**config.mk**
```make
export PLATFORM = sky130hd
export DESIGN_NAME = usb_rw_host
export DESIGN_NICKNAME = d
export VERILOG_FILES = /design/src/usb_host_pkg.sv /design/src/packet_sender.sv /design/src/packet_receiver.sv /design/src/out_transaction.sv /design/src/in_transaction.sv /design/src/usb_rw_host.sv
export SDC_FILE = /design/constraint.sdc
export NUM_CORES = 1
export LEC_CHECK = 0
export CAP_MARGIN = 10
export CORE_AREA = 2 2 209 211
export CTS_CLUSTER_SIZE = 20
export DETAILED_ROUTE_END_ITERATION = 8
export DIE_AREA = 0 0 211 213
export DONT_BUFFER_PORTS = 1
export PLACE_DENSITY = 0.58
export SYNTH_ARGS = -nofsm -noshare
export SYNTH_HDL_FRONTEND = slang
export SYNTH_HIERARCHICAL = 1
export SYNTH_SLANG_ARGS = --single-unit
```
**constraint.sdc**
```tcl
create_clock -name clock -period 5.7 [get_ports clock]
set_input_delay 1.14 -clock clock [delete_from_list [all_inputs] [get_ports clock]]
set_output_delay 1.14 -clock clock [all_outputs]
set_load 0.03 [all_outputs]
```
**src/usb_host_pkg.sv**
```systemverilog
`default_nettype none

package usb_host_pkg;

  // 4-bit USB PIDs, standard codes
  typedef enum logic [3:0] {
    PID_OUT   = 4'b0001,
    PID_IN    = 4'b1001,
    PID_DATA0 = 4'b0011,
    PID_ACK   = 4'b0010,
    PID_NAK   = 4'b1010
  } pid_t;

  // Sync byte, bit 0 goes on the line first
  localparam logic [7:0] SYNC_PATTERN = 8'b0000_0001;

  // Address and data endpoints of the memory device
  localparam logic [3:0] ADDR_ENDP = 4'd4;
  localparam logic [3:0] DATA_ENDP = 4'd8;

  // NAKs tolerated before the transaction gives up
  localparam int MAX_RETRIES = 3;

  // Cycles from sent until a reply must have started
  localparam int RESPONSE_TIMEOUT = 64;

  // Counter widths for the transaction blocks
  localparam int RETRY_W = $clog2(MAX_RETRIES + 1);
  localparam int TIMER_W = $clog2(RESPONSE_TIMEOUT + 1);

  // One packet for the sender
  // endp used by tokens only, data by DATA0 only
  typedef struct packed {
    pid_t        kind;
    logic [3:0]  endp;
    logic [63:0] data;
  } tx_request_t;

  // One received packet
  // payload only meaningful after a DATA0
  typedef struct packed {
    logic        ack;
    logic        nak;
    logic        data0;
    logic [63:0] payload;
  } rx_event_t;

endpackage

`default_nettype wire

```
**src/packet_sender.sv**
```systemverilog
`timescale 1ns/1ps
`default_nettype none

module packet_sender import usb_host_pkg::*; (
  input  logic        clock,
  input  logic        reset_n,
  input  logic        send,
  input  tx_request_t request,
  output logic        DP_out,
  output logic        DM_out,
  output logic        sent,
  output logic        busy
);

  typedef enum logic [1:0] {S_IDLE, S_BITS, S_EOP} state_t;

  state_t      state;
  logic [79:0] frame;
  logic [6:0]  frame_len;
  logic [79:0] shift_q;
  logic [6:0]  bits_left;
  logic [1:0]  eop_cnt;
  logic        level;
  logic [3:0]  pid_bits;
  logic        tx_bit;
  logic        nrzi_level;

  assign pid_bits = request.kind;

  // Whole packet laid out LSB first
  // sync, PID with complement, then the field of this PID
  always_comb begin
    frame     = {64'd0, ~pid_bits, pid_bits, SYNC_PATTERN};
    frame_len = 7'd16;
    case (request.kind)
      PID_OUT, PID_IN: begin
        frame     = {60'd0, request.endp, ~pid_bits, pid_bits, SYNC_PATTERN};
        frame_len = 7'd20;
      end
      PID_DATA0: begin
        frame     = {request.data, ~pid_bits, pid_bits, SYNC_PATTERN};
        frame_len = 7'd80;
      end
      default: ;
    endcase
  end

  // First bit comes straight from the frame, the rest from the shifter
  assign tx_bit = (state == S_IDLE) ? frame[0] : shift_q[0];

  // NRZI: a zero flips the level, a one holds it
  assign nrzi_level = level ~^ tx_bit;

  // Packet bits, no control state here
  always_ff @(posedge clock) begin
    if (state == S_IDLE)
      shift_q <= frame >> 1;
    else if (state == S_BITS)
      shift_q <= shift_q >> 1;
  end

  always_ff @(posedge clock, negedge reset_n) begin
    if (!reset_n) begin
      state     <= S_IDLE;
      bits_left <= '0;
      eop_cnt   <= '0;
      level     <= 1'b1;
      DP_out    <= 1'b1;
      DM_out    <= 1'b0;
      sent      <= 1'b0;
    end else begin
      sent <= 1'b0;
      case (state)
        S_IDLE: begin
          if (send) begin
            level     <= nrzi_level;
            DP_out    <= nrzi_level;
            DM_out    <= ~nrzi_level;
            bits_left <= frame_len - 7'd1;
            state     <= S_BITS;
          end
        end
        S_BITS: begin
          if (bits_left != '0) begin
            level     <= nrzi_level;
            DP_out    <= nrzi_level;
            DM_out    <= ~nrzi_level;
            bits_left <= bits_left - 7'd1;
          end else begin
            // First SE0 cycle
            DP_out  <= 1'b0;
            DM_out  <= 1'b0;
            eop_cnt <= '0;
            state   <= S_EOP;
          end
        end
        S_EOP: begin
          eop_cnt <= eop_cnt + 2'd1;
          if (eop_cnt == 2'd1) begin
            // Back to idle J, ready for next sync
            DP_out <= 1'b1;
            DM_out <= 1'b0;
            level  <= 1'b1;
          end else if (eop_cnt == 2'd2) begin
            sent  <= 1'b1;
            state <= S_IDLE;
          end
        end
        default: state <= S_IDLE;
      endcase
    end
  end

  assign busy = (state != S_IDLE);

  // Requests are only accepted between packets
  assert property (@(posedge clock) disable iff (!reset_n) send |-> !busy);

endmodule

`default_nettype wire

```
**src/packet_receiver.sv**
```systemverilog
`timescale 1ns/1ps
`default_nettype none

module packet_receiver import usb_host_pkg::*; (
  input  logic      clock,
  input  logic      reset_n,
  input  logic      host_sending,
  input  logic      DP_in,
  input  logic      DM_in,
  output logic      rx_start,
  output logic      rx_valid,
  output rx_event_t rx_event
);

  typedef enum logic [2:0] {R_HUNT, R_PID, R_DATA, R_END, R_EOP, R_DROP} state_t;

  state_t      state;
  logic        prev_dp;
  logic        rx_bit;
  logic        se0;
  logic [7:0]  byte_q;
  logic [7:0]  byte_next;
  logic        pid_ok;
  logic [5:0]  bit_cnt;
  logic [3:0]  pid_q;
  logic        ack_q;
  logic        nak_q;
  logic        data0_q;
  logic [63:0] data_sr;
  logic [63:0] payload_q;

  assign se0 = !DP_in && !DM_in;

  // NRZI decode, unchanged level means a one
  assign rx_bit = (DP_in == prev_dp);

  // Bits enter at the top so the oldest ends up in bit 0
  assign byte_next = {rx_bit, byte_q[7:1]};

  // Upper nibble must be the complement of the PID
  assign pid_ok = (byte_next[7:4] == ~byte_next[3:0]);

  // Payload collection and holding
  always_ff @(posedge clock) begin
    if (state == R_DATA)
      data_sr <= {rx_bit, data_sr[63:1]};
    if (state == R_EOP && !se0 && pid_q == PID_DATA0)
      payload_q <= data_sr;
  end

  always_ff @(posedge clock, negedge reset_n) begin
    if (!reset_n) begin
      state    <= R_HUNT;
      prev_dp  <= 1'b1;
      byte_q   <= '0;
      bit_cnt  <= '0;
      pid_q    <= '0;
      ack_q    <= 1'b0;
      nak_q    <= 1'b0;
      data0_q  <= 1'b0;
      rx_start <= 1'b0;
      rx_valid <= 1'b0;
    end else begin
      rx_start <= 1'b0;
      rx_valid <= 1'b0;
      prev_dp  <= DP_in;
      // SE0 marks a packet boundary, history starts over
      byte_q   <= se0 ? '0 : byte_next;
      if (host_sending) begin
        // Own traffic, line treated as idle J
        state   <= R_HUNT;
        prev_dp <= 1'b1;
        byte_q  <= '0;
      end else begin
        case (state)
          R_HUNT: begin
            if (!se0 && byte_next == SYNC_PATTERN) begin
              bit_cnt  <= '0;
              rx_start <= 1'b1;
              state    <= R_PID;
            end
          end
          R_PID: begin
            bit_cnt <= bit_cnt + 6'd1;
            if (se0) begin
              state <= R_HUNT;
            end else if (bit_cnt == 6'd7) begin
              bit_cnt <= '0;
              pid_q   <= byte_next[3:0];
              if (!pid_ok)
                state <= R_DROP;
              else if (byte_next[3:0] == PID_DATA0)
                state <= R_DATA;
              else
                state <= R_END;
            end
          end
          R_DATA: begin
            bit_cnt <= bit_cnt + 6'd1;
            if (se0)
              state <= R_HUNT;
            else if (bit_cnt == 6'd63)
              state <= R_END;
          end
          // Waiting out SE0 then the closing J
          R_END: if (se0) state <= R_EOP;
          R_EOP: begin
            if (!se0) begin
              ack_q    <= (pid_q == PID_ACK);
              nak_q    <= (pid_q == PID_NAK);
              data0_q  <= (pid_q == PID_DATA0);
              rx_valid <= 1'b1;
              state    <= R_HUNT;
            end
          end
          // Corrupt PID, skip to the end of the packet silently
          R_DROP: if (se0) state <= R_HUNT;
          default: state <= R_HUNT;
        endcase
      end
    end
  end

  assign rx_event = '{ack: ack_q, nak: nak_q, data0: data0_q, payload: payload_q};

endmodule

`default_nettype wire

```
**src/out_transaction.sv**
```systemverilog
`timescale 1ns/1ps
`default_nettype none

module out_transaction import usb_host_pkg::*; (
  input  logic        clock,
  input  logic        reset_n,
  input  logic        start,
  input  logic [3:0]  endp,
  input  logic [63:0] data,
  input  logic        sent,
  input  logic        rx_start,
  input  logic        rx_valid,
  input  rx_event_t   rx_event,
  output logic        send,
  output tx_request_t request,
  output logic        sending,
  output logic        done,
  output logic        success,
  output logic        failure
);

  typedef enum logic [1:0] {T_IDLE, T_TOKEN, T_DATA, T_WAIT} state_t;

  state_t             state;
  state_t             state_next;
  logic [3:0]         endp_q;
  logic [63:0]        data_q;
  logic [RETRY_W-1:0] retries;
  logic [TIMER_W-1:0] timer;
  logic               heard;
  logic               timed_out;
  logic               retry_ok;

  // No reply started within the window
  assign timed_out = !heard && (timer == TIMER_W'(RESPONSE_TIMEOUT));
  assign retry_ok  = (retries < RETRY_W'(MAX_RETRIES));
  assign sending   = (state == T_TOKEN) || (state == T_DATA);

  always_comb begin
    state_next = state;
    send       = 1'b0;
    done       = 1'b0;
    success    = 1'b0;
    failure    = 1'b0;
    request    = '{kind: PID_OUT, endp: endp_q, data: data_q};
    case (state)
      T_IDLE: begin
        if (start) begin
          // Endpoint not latched yet
          send         = 1'b1;
          request.endp = endp;
          state_next   = T_TOKEN;
        end
      end
      T_TOKEN: begin
        if (sent) begin
          send         = 1'b1;
          request.kind = PID_DATA0;
          state_next   = T_DATA;
        end
      end
      T_DATA: if (sent) state_next = T_WAIT;
      T_WAIT: begin
        if (rx_valid && rx_event.nak && retry_ok) begin
          // Start over from the token
          send       = 1'b1;
          state_next = T_TOKEN;
        end else if (rx_valid) begin
          done       = 1'b1;
          success    = rx_event.ack;
          failure    = !rx_event.ack;
          state_next = T_IDLE;
        end else if (timed_out) begin
          done       = 1'b1;
          failure    = 1'b1;
          state_next = T_IDLE;
        end
      end
      default: state_next = T_IDLE;
    endcase
  end

  // Token fields kept for the DATA0 and for retries
  always_ff @(posedge clock) begin
    if (state == T_IDLE && start) begin
      endp_q <= endp;
      data_q <= data;
    end
  end

  always_ff @(posedge clock, negedge reset_n) begin
    if (!reset_n) begin
      state   <= T_IDLE;
      retries <= '0;
      timer   <= '0;
      heard   <= 1'b0;
    end else begin
      state <= state_next;
      if (state == T_IDLE)
        retries <= '0;
      else if (state == T_WAIT && state_next == T_TOKEN)
        retries <= retries + 1'b1;
      // Timer runs from sent until the sync of the reply
      if (sent) begin
        timer <= '0;
        heard <= 1'b0;
      end else if (state == T_WAIT) begin
        if (rx_start)
          heard <= 1'b1;
        else if (!heard)
          timer <= timer + 1'b1;
      end
    end
  end

  // A start outside idle would be lost
  assert property (@(posedge clock) disable iff (!reset_n) start |-> (state == T_IDLE));

endmodule

`default_nettype wire

```
**src/in_transaction.sv**
```systemverilog
`timescale 1ns/1ps
`default_nettype none

module in_transaction import usb_host_pkg::*; (
  input  logic        clock,
  input  logic        reset_n,
  input  logic        start,
  input  logic [3:0]  endp,
  input  logic        sent,
  input  logic        rx_start,
  input  logic        rx_valid,
  input  rx_event_t   rx_event,
  output logic        send,
  output tx_request_t request,
  output logic        sending,
  output logic        done,
  output logic        success,
  output logic        failure
);

  typedef enum logic [1:0] {T_IDLE, T_TOKEN, T_WAIT, T_ACK} state_t;

  state_t             state;
  state_t             state_next;
  logic [3:0]         endp_q;
  logic [RETRY_W-1:0] retries;
  logic [TIMER_W-1:0] timer;
  logic               heard;
  logic               timed_out;
  logic               retry_ok;

  assign timed_out = !heard && (timer == TIMER_W'(RESPONSE_TIMEOUT));
  assign retry_ok  = (retries < RETRY_W'(MAX_RETRIES));
  // Host owns the line for the token and for the closing ACK
  assign sending   = (state == T_TOKEN) || (state == T_ACK);

  always_comb begin
    state_next = state;
    send       = 1'b0;
    done       = 1'b0;
    success    = 1'b0;
    failure    = 1'b0;
    request    = '{kind: PID_IN, endp: endp_q, data: 64'd0};
    case (state)
      T_IDLE: begin
        if (start) begin
          send         = 1'b1;
          request.endp = endp;
          state_next   = T_TOKEN;
        end
      end
      T_TOKEN: if (sent) state_next = T_WAIT;
      T_WAIT: begin
        if (rx_valid && rx_event.data0) begin
          // Data in hand so acknowledge it
          send         = 1'b1;
          request.kind = PID_ACK;
          state_next   = T_ACK;
        end else if (rx_valid && rx_event.nak && retry_ok) begin
          send       = 1'b1;
          state_next = T_TOKEN;
        end else if (rx_valid || timed_out) begin
          // Out of retries, unexpected packet or silence
          done       = 1'b1;
          failure    = 1'b1;
          state_next = T_IDLE;
        end
      end
      T_ACK: begin
        // Success only once the ACK is out
        if (sent) begin
          done       = 1'b1;
          success    = 1'b1;
          state_next = T_IDLE;
        end
      end
      default: state_next = T_IDLE;
    endcase
  end

  always_ff @(posedge clock) begin
    if (state == T_IDLE && start)
      endp_q <= endp;
  end

  always_ff @(posedge clock, negedge reset_n) begin
    if (!reset_n) begin
      state   <= T_IDLE;
      retries <= '0;
      timer   <= '0;
      heard   <= 1'b0;
    end else begin
      state <= state_next;
      if (state == T_IDLE)
        retries <= '0;
      else if (state == T_WAIT && state_next == T_TOKEN)
        retries <= retries + 1'b1;
      if (sent) begin
        timer <= '0;
        heard <= 1'b0;
      end else if (state == T_WAIT) begin
        if (rx_start)
          heard <= 1'b1;
        else if (!heard)
          timer <= timer + 1'b1;
      end
    end
  end

  // A start outside idle would be lost
  assert property (@(posedge clock) disable iff (!reset_n) start |-> (state == T_IDLE));

endmodule

`default_nettype wire

```
**src/usb_rw_host.sv**
```systemverilog
`timescale 1ns/1ps
`default_nettype none

module usb_rw_host import usb_host_pkg::*; (
  input  logic        clock,
  input  logic        reset_n,
  input  logic        DP_in,
  input  logic        DM_in,
  input  logic        read_start,
  input  logic        write_start,
  input  logic [15:0] read_mempage,
  input  logic [15:0] write_mempage,
  input  logic [63:0] write_data,
  output logic        DP_out,
  output logic        DM_out,
  output logic        sending,
  output logic        finished,
  output logic        read_success,
  output logic        write_success,
  output logic [63:0] read_data
);

  typedef enum logic [2:0] {IDLE, RD_ADDR, RD_DATA, WR_ADDR, WR_DATA} seq_t;

  seq_t        state;
  seq_t        state_next;
  logic        endp_sel;
  logic [1:0]  data_sel;
  logic [3:0]  txn_endp;
  logic [63:0] txn_data;
  logic        data_start;

  logic        out_start;
  logic        out_send;
  logic        out_sending;
  logic        out_done;
  logic        out_success;
  logic        out_failure;
  logic        in_start;
  logic        in_send;
  logic        in_sending;
  logic        in_done;
  logic        in_success;
  logic        in_failure;
  tx_request_t out_request;
  tx_request_t in_request;

  logic        tx_send;
  logic        tx_sent;
  logic        tx_busy;
  tx_request_t tx_request;
  logic        rx_start;
  logic        rx_valid;
  rx_event_t   rx_event;

  // Endpoint for the next transaction
  assign txn_endp = endp_sel ? DATA_ENDP : ADDR_ENDP;

  // Payload for the next OUT with pages in the top 16 bits
  always_comb begin
    case (data_sel)
      2'd0:    txn_data = {read_mempage, 48'd0};
      2'd1:    txn_data = {write_mempage, 48'd0};
      default: txn_data = write_data;
    endcase
  end

  // Sequencer where read wins over write when both arrive
  always_comb begin
    state_next    = state;
    out_start     = 1'b0;
    in_start      = 1'b0;
    endp_sel      = 1'b0;
    data_sel      = 2'd0;
    finished      = 1'b0;
    read_success  = 1'b0;
    write_success = 1'b0;
    case (state)
      IDLE: begin
        if (read_start) begin
          out_start  = 1'b1;
          state_next = RD_ADDR;
        end else if (write_start) begin
          out_start  = 1'b1;
          data_sel   = 2'd1;
          state_next = WR_ADDR;
        end
      end
      RD_ADDR: begin
        if (out_done && out_success) begin
          in_start   = 1'b1;
          endp_sel   = 1'b1;
          state_next = RD_DATA;
        end else if (out_done && out_failure) begin
          finished   = 1'b1;
          state_next = IDLE;
        end
      end
      RD_DATA: begin
        if (in_done && in_success) begin
          finished     = 1'b1;
          read_success = 1'b1;
          state_next   = IDLE;
        end else if (in_done && in_failure) begin
          finished   = 1'b1;
          state_next = IDLE;
        end
      end
      WR_ADDR: begin
        if (out_done && out_success) begin
          // Address accepted and data goes next
          state_next = WR_DATA;
        end else if (out_done && out_failure) begin
          finished   = 1'b1;
          state_next = IDLE;
        end
      end
      WR_DATA: begin
        endp_sel  = 1'b1;
        data_sel  = 2'd2;
        out_start = data_start;
        if (out_done && out_success) begin
          finished      = 1'b1;
          write_success = 1'b1;
          state_next    = IDLE;
        end else if (out_done && out_failure) begin
          finished   = 1'b1;
          state_next = IDLE;
        end
      end
      default: state_next = IDLE;
    endcase
  end

  always_ff @(posedge clock, negedge reset_n) begin
    if (!reset_n) begin
      state      <= IDLE;
      data_start <= 1'b0;
    end else begin
      state      <= state_next;
      // Data OUT starts once the address OUT is back in idle
      data_start <= (state == WR_ADDR) && out_done && out_success;
    end
  end

  // Only one transaction is active so a plain OR and select suffice
  assign tx_send    = out_send | in_send;
  assign tx_request = in_send ? in_request : out_request;
  assign sending    = out_sending | in_sending;

  // Receiver only updates the payload on DATA0
  assign read_data = rx_event.payload;

  packet_sender packet_sender_i (
    .clock   (clock),
    .reset_n (reset_n),
    .send    (tx_send),
    .request (tx_request),
    .DP_out  (DP_out),
    .DM_out  (DM_out),
    .sent    (tx_sent),
    .busy    (tx_busy)
  );

  packet_receiver packet_receiver_i (
    .clock        (clock),
    .reset_n      (reset_n),
    .host_sending (sending),
    .DP_in        (DP_in),
    .DM_in        (DM_in),
    .rx_start     (rx_start),
    .rx_valid     (rx_valid),
    .rx_event     (rx_event)
  );

  out_transaction out_transaction_i (
    .clock    (clock),
    .reset_n  (reset_n),
    .start    (out_start),
    .endp     (txn_endp),
    .data     (txn_data),
    .sent     (tx_sent),
    .rx_start (rx_start),
    .rx_valid (rx_valid),
    .rx_event (rx_event),
    .send     (out_send),
    .request  (out_request),
    .sending  (out_sending),
    .done     (out_done),
    .success  (out_success),
    .failure  (out_failure)
  );

  in_transaction in_transaction_i (
    .clock    (clock),
    .reset_n  (reset_n),
    .start    (in_start),
    .endp     (txn_endp),
    .sent     (tx_sent),
    .rx_start (rx_start),
    .rx_valid (rx_valid),
    .rx_event (rx_event),
    .send     (in_send),
    .request  (in_request),
    .sending  (in_sending),
    .done     (in_done),
    .success  (in_success),
    .failure  (in_failure)
  );

  // The request merge needs a single sender at a time
  assert property (@(posedge clock) disable iff (!reset_n) !(out_send && in_send));

  // Sender has gone idle by the time an operation ends
  assert property (@(posedge clock) disable iff (!reset_n) finished |-> !tx_busy);

endmodule

`default_nettype wire

```
==> run metrics, run 1 <==
outcome=finished, final reports clean; unrepaired setup endpoints after global routing=no; Synth cell types=97; Final Cell Area=17600 um^2; vias in the first global route=8657; setup ws final=1280 ps; Congestion Overflow GR=0; WP data required=6190 ps; pre-CTS WS=1270 ps; Layout Cells excl Fill=1749; layout overhead on the synthesized area=9.52%; CTS Sinks=348; Max Cap Viol=0; Avg Cell Area, Syn=13.5 um^2; Arr. time, crit path=4910 ps; clk_skew=21.7 ps; ant diodes=0; R2R setup slack=1280 ps; count leader, synth=edfxtp_1; share of cells above drive strength 1=18.8%; IR drop worst, VDD=277 uV; # Post-CTS Setup Buffers=0; Area contributors post-synth=edfxtp_1, dfrtp_1, mux2_2, buf_4, o2bb2ai_1; largest net degree at the start of global routing=81; Antenna Nets Post-Route=0; Crit Path Class=flop to flop; Worst Setup Start Kind=flop; Leak=0.00659 uW; Final setup viols=0; Post-synth EDFFs=279; Post-CTS Hold Buffers=0; H-tree levels=2; Tightest Hold Check Type=primary input to async pin; drt drc=0; mapped cell area=16100 um^2; Pwr Density=432 nW/um^2; DR vias=8833; Tot GR Track Use=13.5%; min Tclk post-route=4420 ps; setup tns final=0 ps; Max Fclk=0.226 GHz; Die W=211 um; Resized cells post-CTS=0; I/O pin count=172; Core Footprint=42700 um^2; GP Congestion=0.782; Layout Nets=1295; synth warn=6; drt via density=5.05; FF+latch count, synth=348; Tcrit/Tclk final=77.5%; first-pass GRT wire length=47.8 mm; Async SR Flop Fraction=19.8%; final wirelength=30.3 mm; Synth Instances=1192; Max-slew headroom=28.9%; placed inst area=16300 um^2; post-synth top area share=52.1%; routed len/inst=17.3 um; Num CTS Buffers=39; Reg clk slew, reported paths=60 ps; Clock Latency Late Sink=550 ps; max-slew violations=0; initial antenna violation count=2; DP HPWL=19.2 mm; Final Power=7610 uW; First DRT Iteration DRCs=576; top cell type by total area after synthesis=edfxtp_1; Rows=76; Die Height=213 um; CP Max Fanout=60; Starting Density=37.6%; CTS Root Cell=clkbuf_16; Seq/Total Area, Yosys=62.9%; Hold Fails Final Rpt=0; DRT Pass-1 Iters=5; crit end category=flop; Least-Margin Pin Slew=1070 ps; # port buffers=0; Post-synth top cells=edfxtp_1, nand2_1, mux2_2; ys flop type=edfxtp_1; CTS tree=done; DP Cell Count=1680; die area=44900 um^2; Max clock buf depth=3
[power by group]
group	leakage, uW	internal [uW]	switching [uW]
Clock	0.000648	1610	1030
Sequential	0.00362	3280	221
Combinational	0.00232	535	929
[flip-flops by register name, summed over array words and instances, names as in the netlist, 2 cells and up]
name / cells
packet_sender_i/eop_cnt: 2
packet_receiver_i/byte_q: 7
out_transaction_i/state: 2
state: 3
in_transaction_i/state: 2
packet_receiver_i/data_sr: 64
packet_sender_i/shift_q: 79
out_transaction_i/data_q: 64
packet_sender_i/bits_left: 7
out_transaction_i/retries: 2
packet_sender_i/state: 2
packet_receiver_i/bit_cnt: 6
packet_receiver_i/pid_q: 4
in_transaction_i/endp_q: 4
in_transaction_i/timer: 7
out_transaction_i/endp_q: 4
out_transaction_i/timer: 7
packet_receiver_i/payload_q: 64
packet_receiver_i/state: 3
in_transaction_i/retries: 2
[path summary, 6_finish.rpt]
path	from	endpoint	cells after the start
setup / recovery	out_transaction_i/timer[0]$_DFFE_PN0P_	packet_sender_i/bits_left[6]$_DFFE_PN0P_	14
min in group clock	packet_receiver_i/data_sr[0]$_DFFE_PP_	packet_receiver_i/payload_q[0]$_DFFE_PP_	0
hold / removal	reset_n	out_transaction_i/timer[1]$_DFFE_PN0P_	0
max in group asynchronous	reset_n	packet_sender_i/DP_out$_DFFE_PN1P_	0
setup reg to reg	out_transaction_i/timer[0]$_DFFE_PN0P_	packet_sender_i/bits_left[6]$_DFFE_PN0P_	14
hold reg to reg	packet_receiver_i/data_sr[0]$_DFFE_PP_	packet_receiver_i/payload_q[0]$_DFFE_PP_	0
[logic make-up (layout without fill, tap and decap cells)]
| group | after synthesis | count (layout) | synth area share, % |
|---|---|---|---|
| flip-flops | 348 | 348 | 62.9 |
| AND/OR/NAND/NOR | 327 | 327 | 10.9 |
| AO/OA/AOI/OAI | 203 | 203 | 10.4 |
| buffers and inverters | 180 | 119 | 6.54 |
| multiplexers | 99 | 99 | 6.96 |
| adder cells (fa/ha/maj) | 18 | 18 | 1.40 |
| XOR/XNOR | 13 | 13 | 0.755 |
| other | 4 | 76 | 0.0934 |
[layout by cell type, fill, tap and decap left out, types with 24 or more instances in the layout]
cell / instances
edfxtp_1: 279
nand2_1: 100
mux2_2: 92
conb_1: 76
dfrtp_1: 65
o2bb2ai_1: 59
and3_1: 56
nor2_1: 44
clkbuf_16: 40
inv_1: 39
nor3_1: 24
[area by class of cell]
| type | count | area [um^2] |
|---|---|---|
| Fill cell | 3932 | 25100 |
| Sequential cell | 348 | 10100 |
| Multi-Input combinational cell | 736 | 5240 |
| Clock buffer | 47 | 1030 |
| Tap cell | 546 | 683 |
| Clock inverter | 22 | 320 |
| Inverter | 41 | 154 |
| Timing Repair Buffer | 9 | 67.6 |
[worst max-delay path, stage by stage (launching register included)]
cell and delay (ps):
dfrtp_1 420, inv_1 70, ha_1 130, nor4b_2 210, a31oi_2 170, nand2b_1 190, a21oi_1 290, nand3_1 150
nor3_1 230, nand2_1 170, nand2_4 390, mux2_2 340, nand4bb_4 710, a221oi_1 560, o311a_1 220
[stage by stage]
step	hold WS [ps]	utilization [%]
detailed placement	420	38.1
global placement	417	38.1
global route	246	41.2
floorplan	400	-
finish	280	41.2
CTS	235	41.2
[layer usage]
layer	vias to the layer above	share of wire, %	track usage, %
li1	4265	-	-
met1	4376	47	18.8
met2	146	46	20.9
met3	46	4.6	2.75
met4	0	2.3	4.93
met5	-	0	0
(Power assumes the default switching activity.)
==> run 2: changes to the inputs <==
- clock period: 5.7 -> 3.8 ns (I/O delays scaled with it)
==> run metrics, run 2 (synthesis results as in run 1) <==
# port buffers=0 (unchanged); DRT Pass-1 Iters=5 (unchanged); fin util=41.5% (+0.30 points); DR top layer=met5; Antenna Nets Post-Route=0 (unchanged); drt via density=5.08 (+0.68%); pre-CTS WS=220 ps (-1050 ps); Tot GR Track Use=13.8% (+0.35 points); Max-slew headroom=41.2% (+12 points); max reg flops=79 (unchanged); CTS Sinks=348 (unchanged); Arr. time, crit path=3920 ps (-990 ps); CP Max Fanout=6 (-90%); Die Height=213 um (unchanged); Max Fclk=0.284 GHz (+26%); Reg-to-Reg Start=out_transaction_i/timer[0]$_DFFE_PN0P_; DP HPWL=19.1 mm (-0.70%); Starting Density=37.6% (unchanged); Final setup viols=0 (unchanged); setup ws final=282 ps (-1000 ps); Least-Margin Pin Slew=883 ps (-184 ps); CTS tree=done; crit end category=flop; Tcrit/Tclk final=92.6% (+15 points); setup tns final=0 ps (unchanged); min Tclk post-route=3520 ps (-898 ps); Num CTS Buffers=40 (+2.6%); final wirelength=31.0 mm (+2.1%); # Post-CTS Setup Buffers=0 (unchanged); share of cells above drive strength 1=19.3% (+0.52 points); Hold Fails Final Rpt=0 (unchanged); initial antenna violation count=1 (-1); Crit Path Class=flop to flop; Reg2Reg Depth=15 (+1); H-tree levels=2 (unchanged); commonest non-fill, non-tap cells in the layout=edfxtp_1, nand2_1, mux2_2, conb_1, dfrtp_1; Congestion Overflow GR=0 (unchanged); Max clock buf depth=3 (unchanged); die area=44900 um^2 (unchanged); Core Footprint=42700 um^2 (unchanged); Pwr Density=645 nW/um^2 (+49%); Die W=211 um (unchanged); wl on met1=14.8 mm (+3.7%); clk_skew=18.5 ps (-3.18 ps); vias in the first global route=8677 (+0.23%); layout overhead on the synthesized area=10.3%; Clock Latency Late Sink=550 ps (about the same); Reg clk slew, reported paths=60 ps (about the same); Leak=0.00667 uW (+1.3%); WP data required=4200 ps (-1990 ps); largest net degree at the start of global routing=80 (-1.2%); max-slew violations=0 (unchanged); WL met2=14.2 mm (+2.1%); final hold slack=56.2 ps (-224 ps); routed len/inst=17.6 um (+1.3%); First DRT Iteration DRCs=533 (-7.5%); ant diodes=0 (unchanged); CTS Root Cell=clkbuf_16; unrepaired setup endpoints after global routing=no; Most flops, register=packet_sender_i/shift_q; R2R setup slack=280 ps (-1000 ps); IR drop worst, VDD=348 uV (+26%); routed wl met3=1.29 mm (-6.9%); Tightest Hold Check Type=primary input to async pin; I/O pin count=172 (unchanged); Worst Setup Start Kind=flop; GP Congestion=0.752 (-3.9%); drt drc=0 (unchanged); Max Cap Viol=0 (unchanged); most common cell after layout, fill and taps aside=edfxtp_1; first-pass GRT wire length=49.0 mm (+2.5%); Layout Nets=1307 (+0.93%); DR vias=8964 (+1.5%); Rows=76 (unchanged); Worst R2R End=packet_sender_i/bits_left[2]$_DFFE_PN0P_; outcome=finished, final reports clean
## run 2: cell types whose count changed in the layout (fill, tap and decap cells not counted), moves of 2 or more
cell,before,now
clkinv_1,2,7
clkinv_4,3,1
buf_4,9,16
clkbuf_16,40,42
bufinv_16,7,5
buf_12,0,3
clkinvlp_4,3,1
## run 2: cell type report
cell class / count / area (um^2)
Tap cell: 546 / 683
Clock buffer: 51 / 1090
Fill cell: 3923 / 25000
Clock inverter: 21 / 235
Inverter: 41 / 154
Sequential cell: 348 / 10100
Timing Repair Buffer: 20 / 208
Multi-Input combinational cell: 736 / 5240
## run 2: metrics by stage
| stage | instance area [um^2] | cells | power (uW) |
|---|---|---|---|
| floorplan | 16400 | 1264 | 7080 |
| global placement | 16400 | 1690 | 7580 |
| detailed placement | 16400 | 1690 | 7630 |
| CTS | 17700 | 1763 | 11600 |
| global route | 17700 | 1763 | 12100 |
| finish | 17700 | 1763 | 11400 |
## run 2: repair_timing
action | CTS | global route
resized for setup | 0 | 1
endpoints found under the hold margin | 66 | 0
hold buffers | 1 | 0
setup endpoints to repair | 0 | 5
## run 2: critical path: stages, from the launching register on
cell and delay [ps]:
dfrtp_1 420, inv_1 70, ha_1 140, nor4b_2 210, a31oi_2 180, nand2b_1 190
a21oi_1 180, nand3_1 150, nor3_2 170, nand2_1 160, nand2_4 120, mux2_2 360
or3b_2 490, a21oi_1 140, nor2_1 50, a2111oi_0 370
## run 2: how the worst max path moves through the flow
stage                                                       from                                        to  slack, ps  cells past startpoint
after floorplan           out_transaction_i/timer[0]$_DFFE_PN0P_     packet_sender_i/shift_q[68]$_DFFE_PP_          9                     18
after global placement    out_transaction_i/timer[0]$_DFFE_PN0P_  packet_sender_i/bits_left[2]$_DFFE_PN0P_        300                     15
after detailed placement  out_transaction_i/timer[0]$_DFFE_PN0P_  packet_sender_i/bits_left[2]$_DFFE_PN0P_        220                     15
after CTS                 out_transaction_i/timer[0]$_DFFE_PN0P_  packet_sender_i/bits_left[2]$_DFFE_PN0P_        190                     15
after global routing      out_transaction_i/timer[0]$_DFFE_PN0P_  packet_sender_i/bits_left[2]$_DFFE_PN0P_         20                     15
final                     out_transaction_i/timer[0]$_DFFE_PN0P_  packet_sender_i/bits_left[2]$_DFFE_PN0P_        280                     15
## run 2: routing by layer
metal	up-vias	GRT usage (%)
met5	-	0
met4	2	4.64
met3	42	3.28
met2	145	20.6
met1	4479	19.8
li1	4296	-
## run 2: report_power, final
| group | switching, uW | leakage (uW) | internal [uW] |
|---|---|---|---|
| Combinational | 1470 | 0.00240 | 851 |
| Sequential | 322 | 0.00362 | 4900 |
| Clock | 1520 | 0.000649 | 2380 |
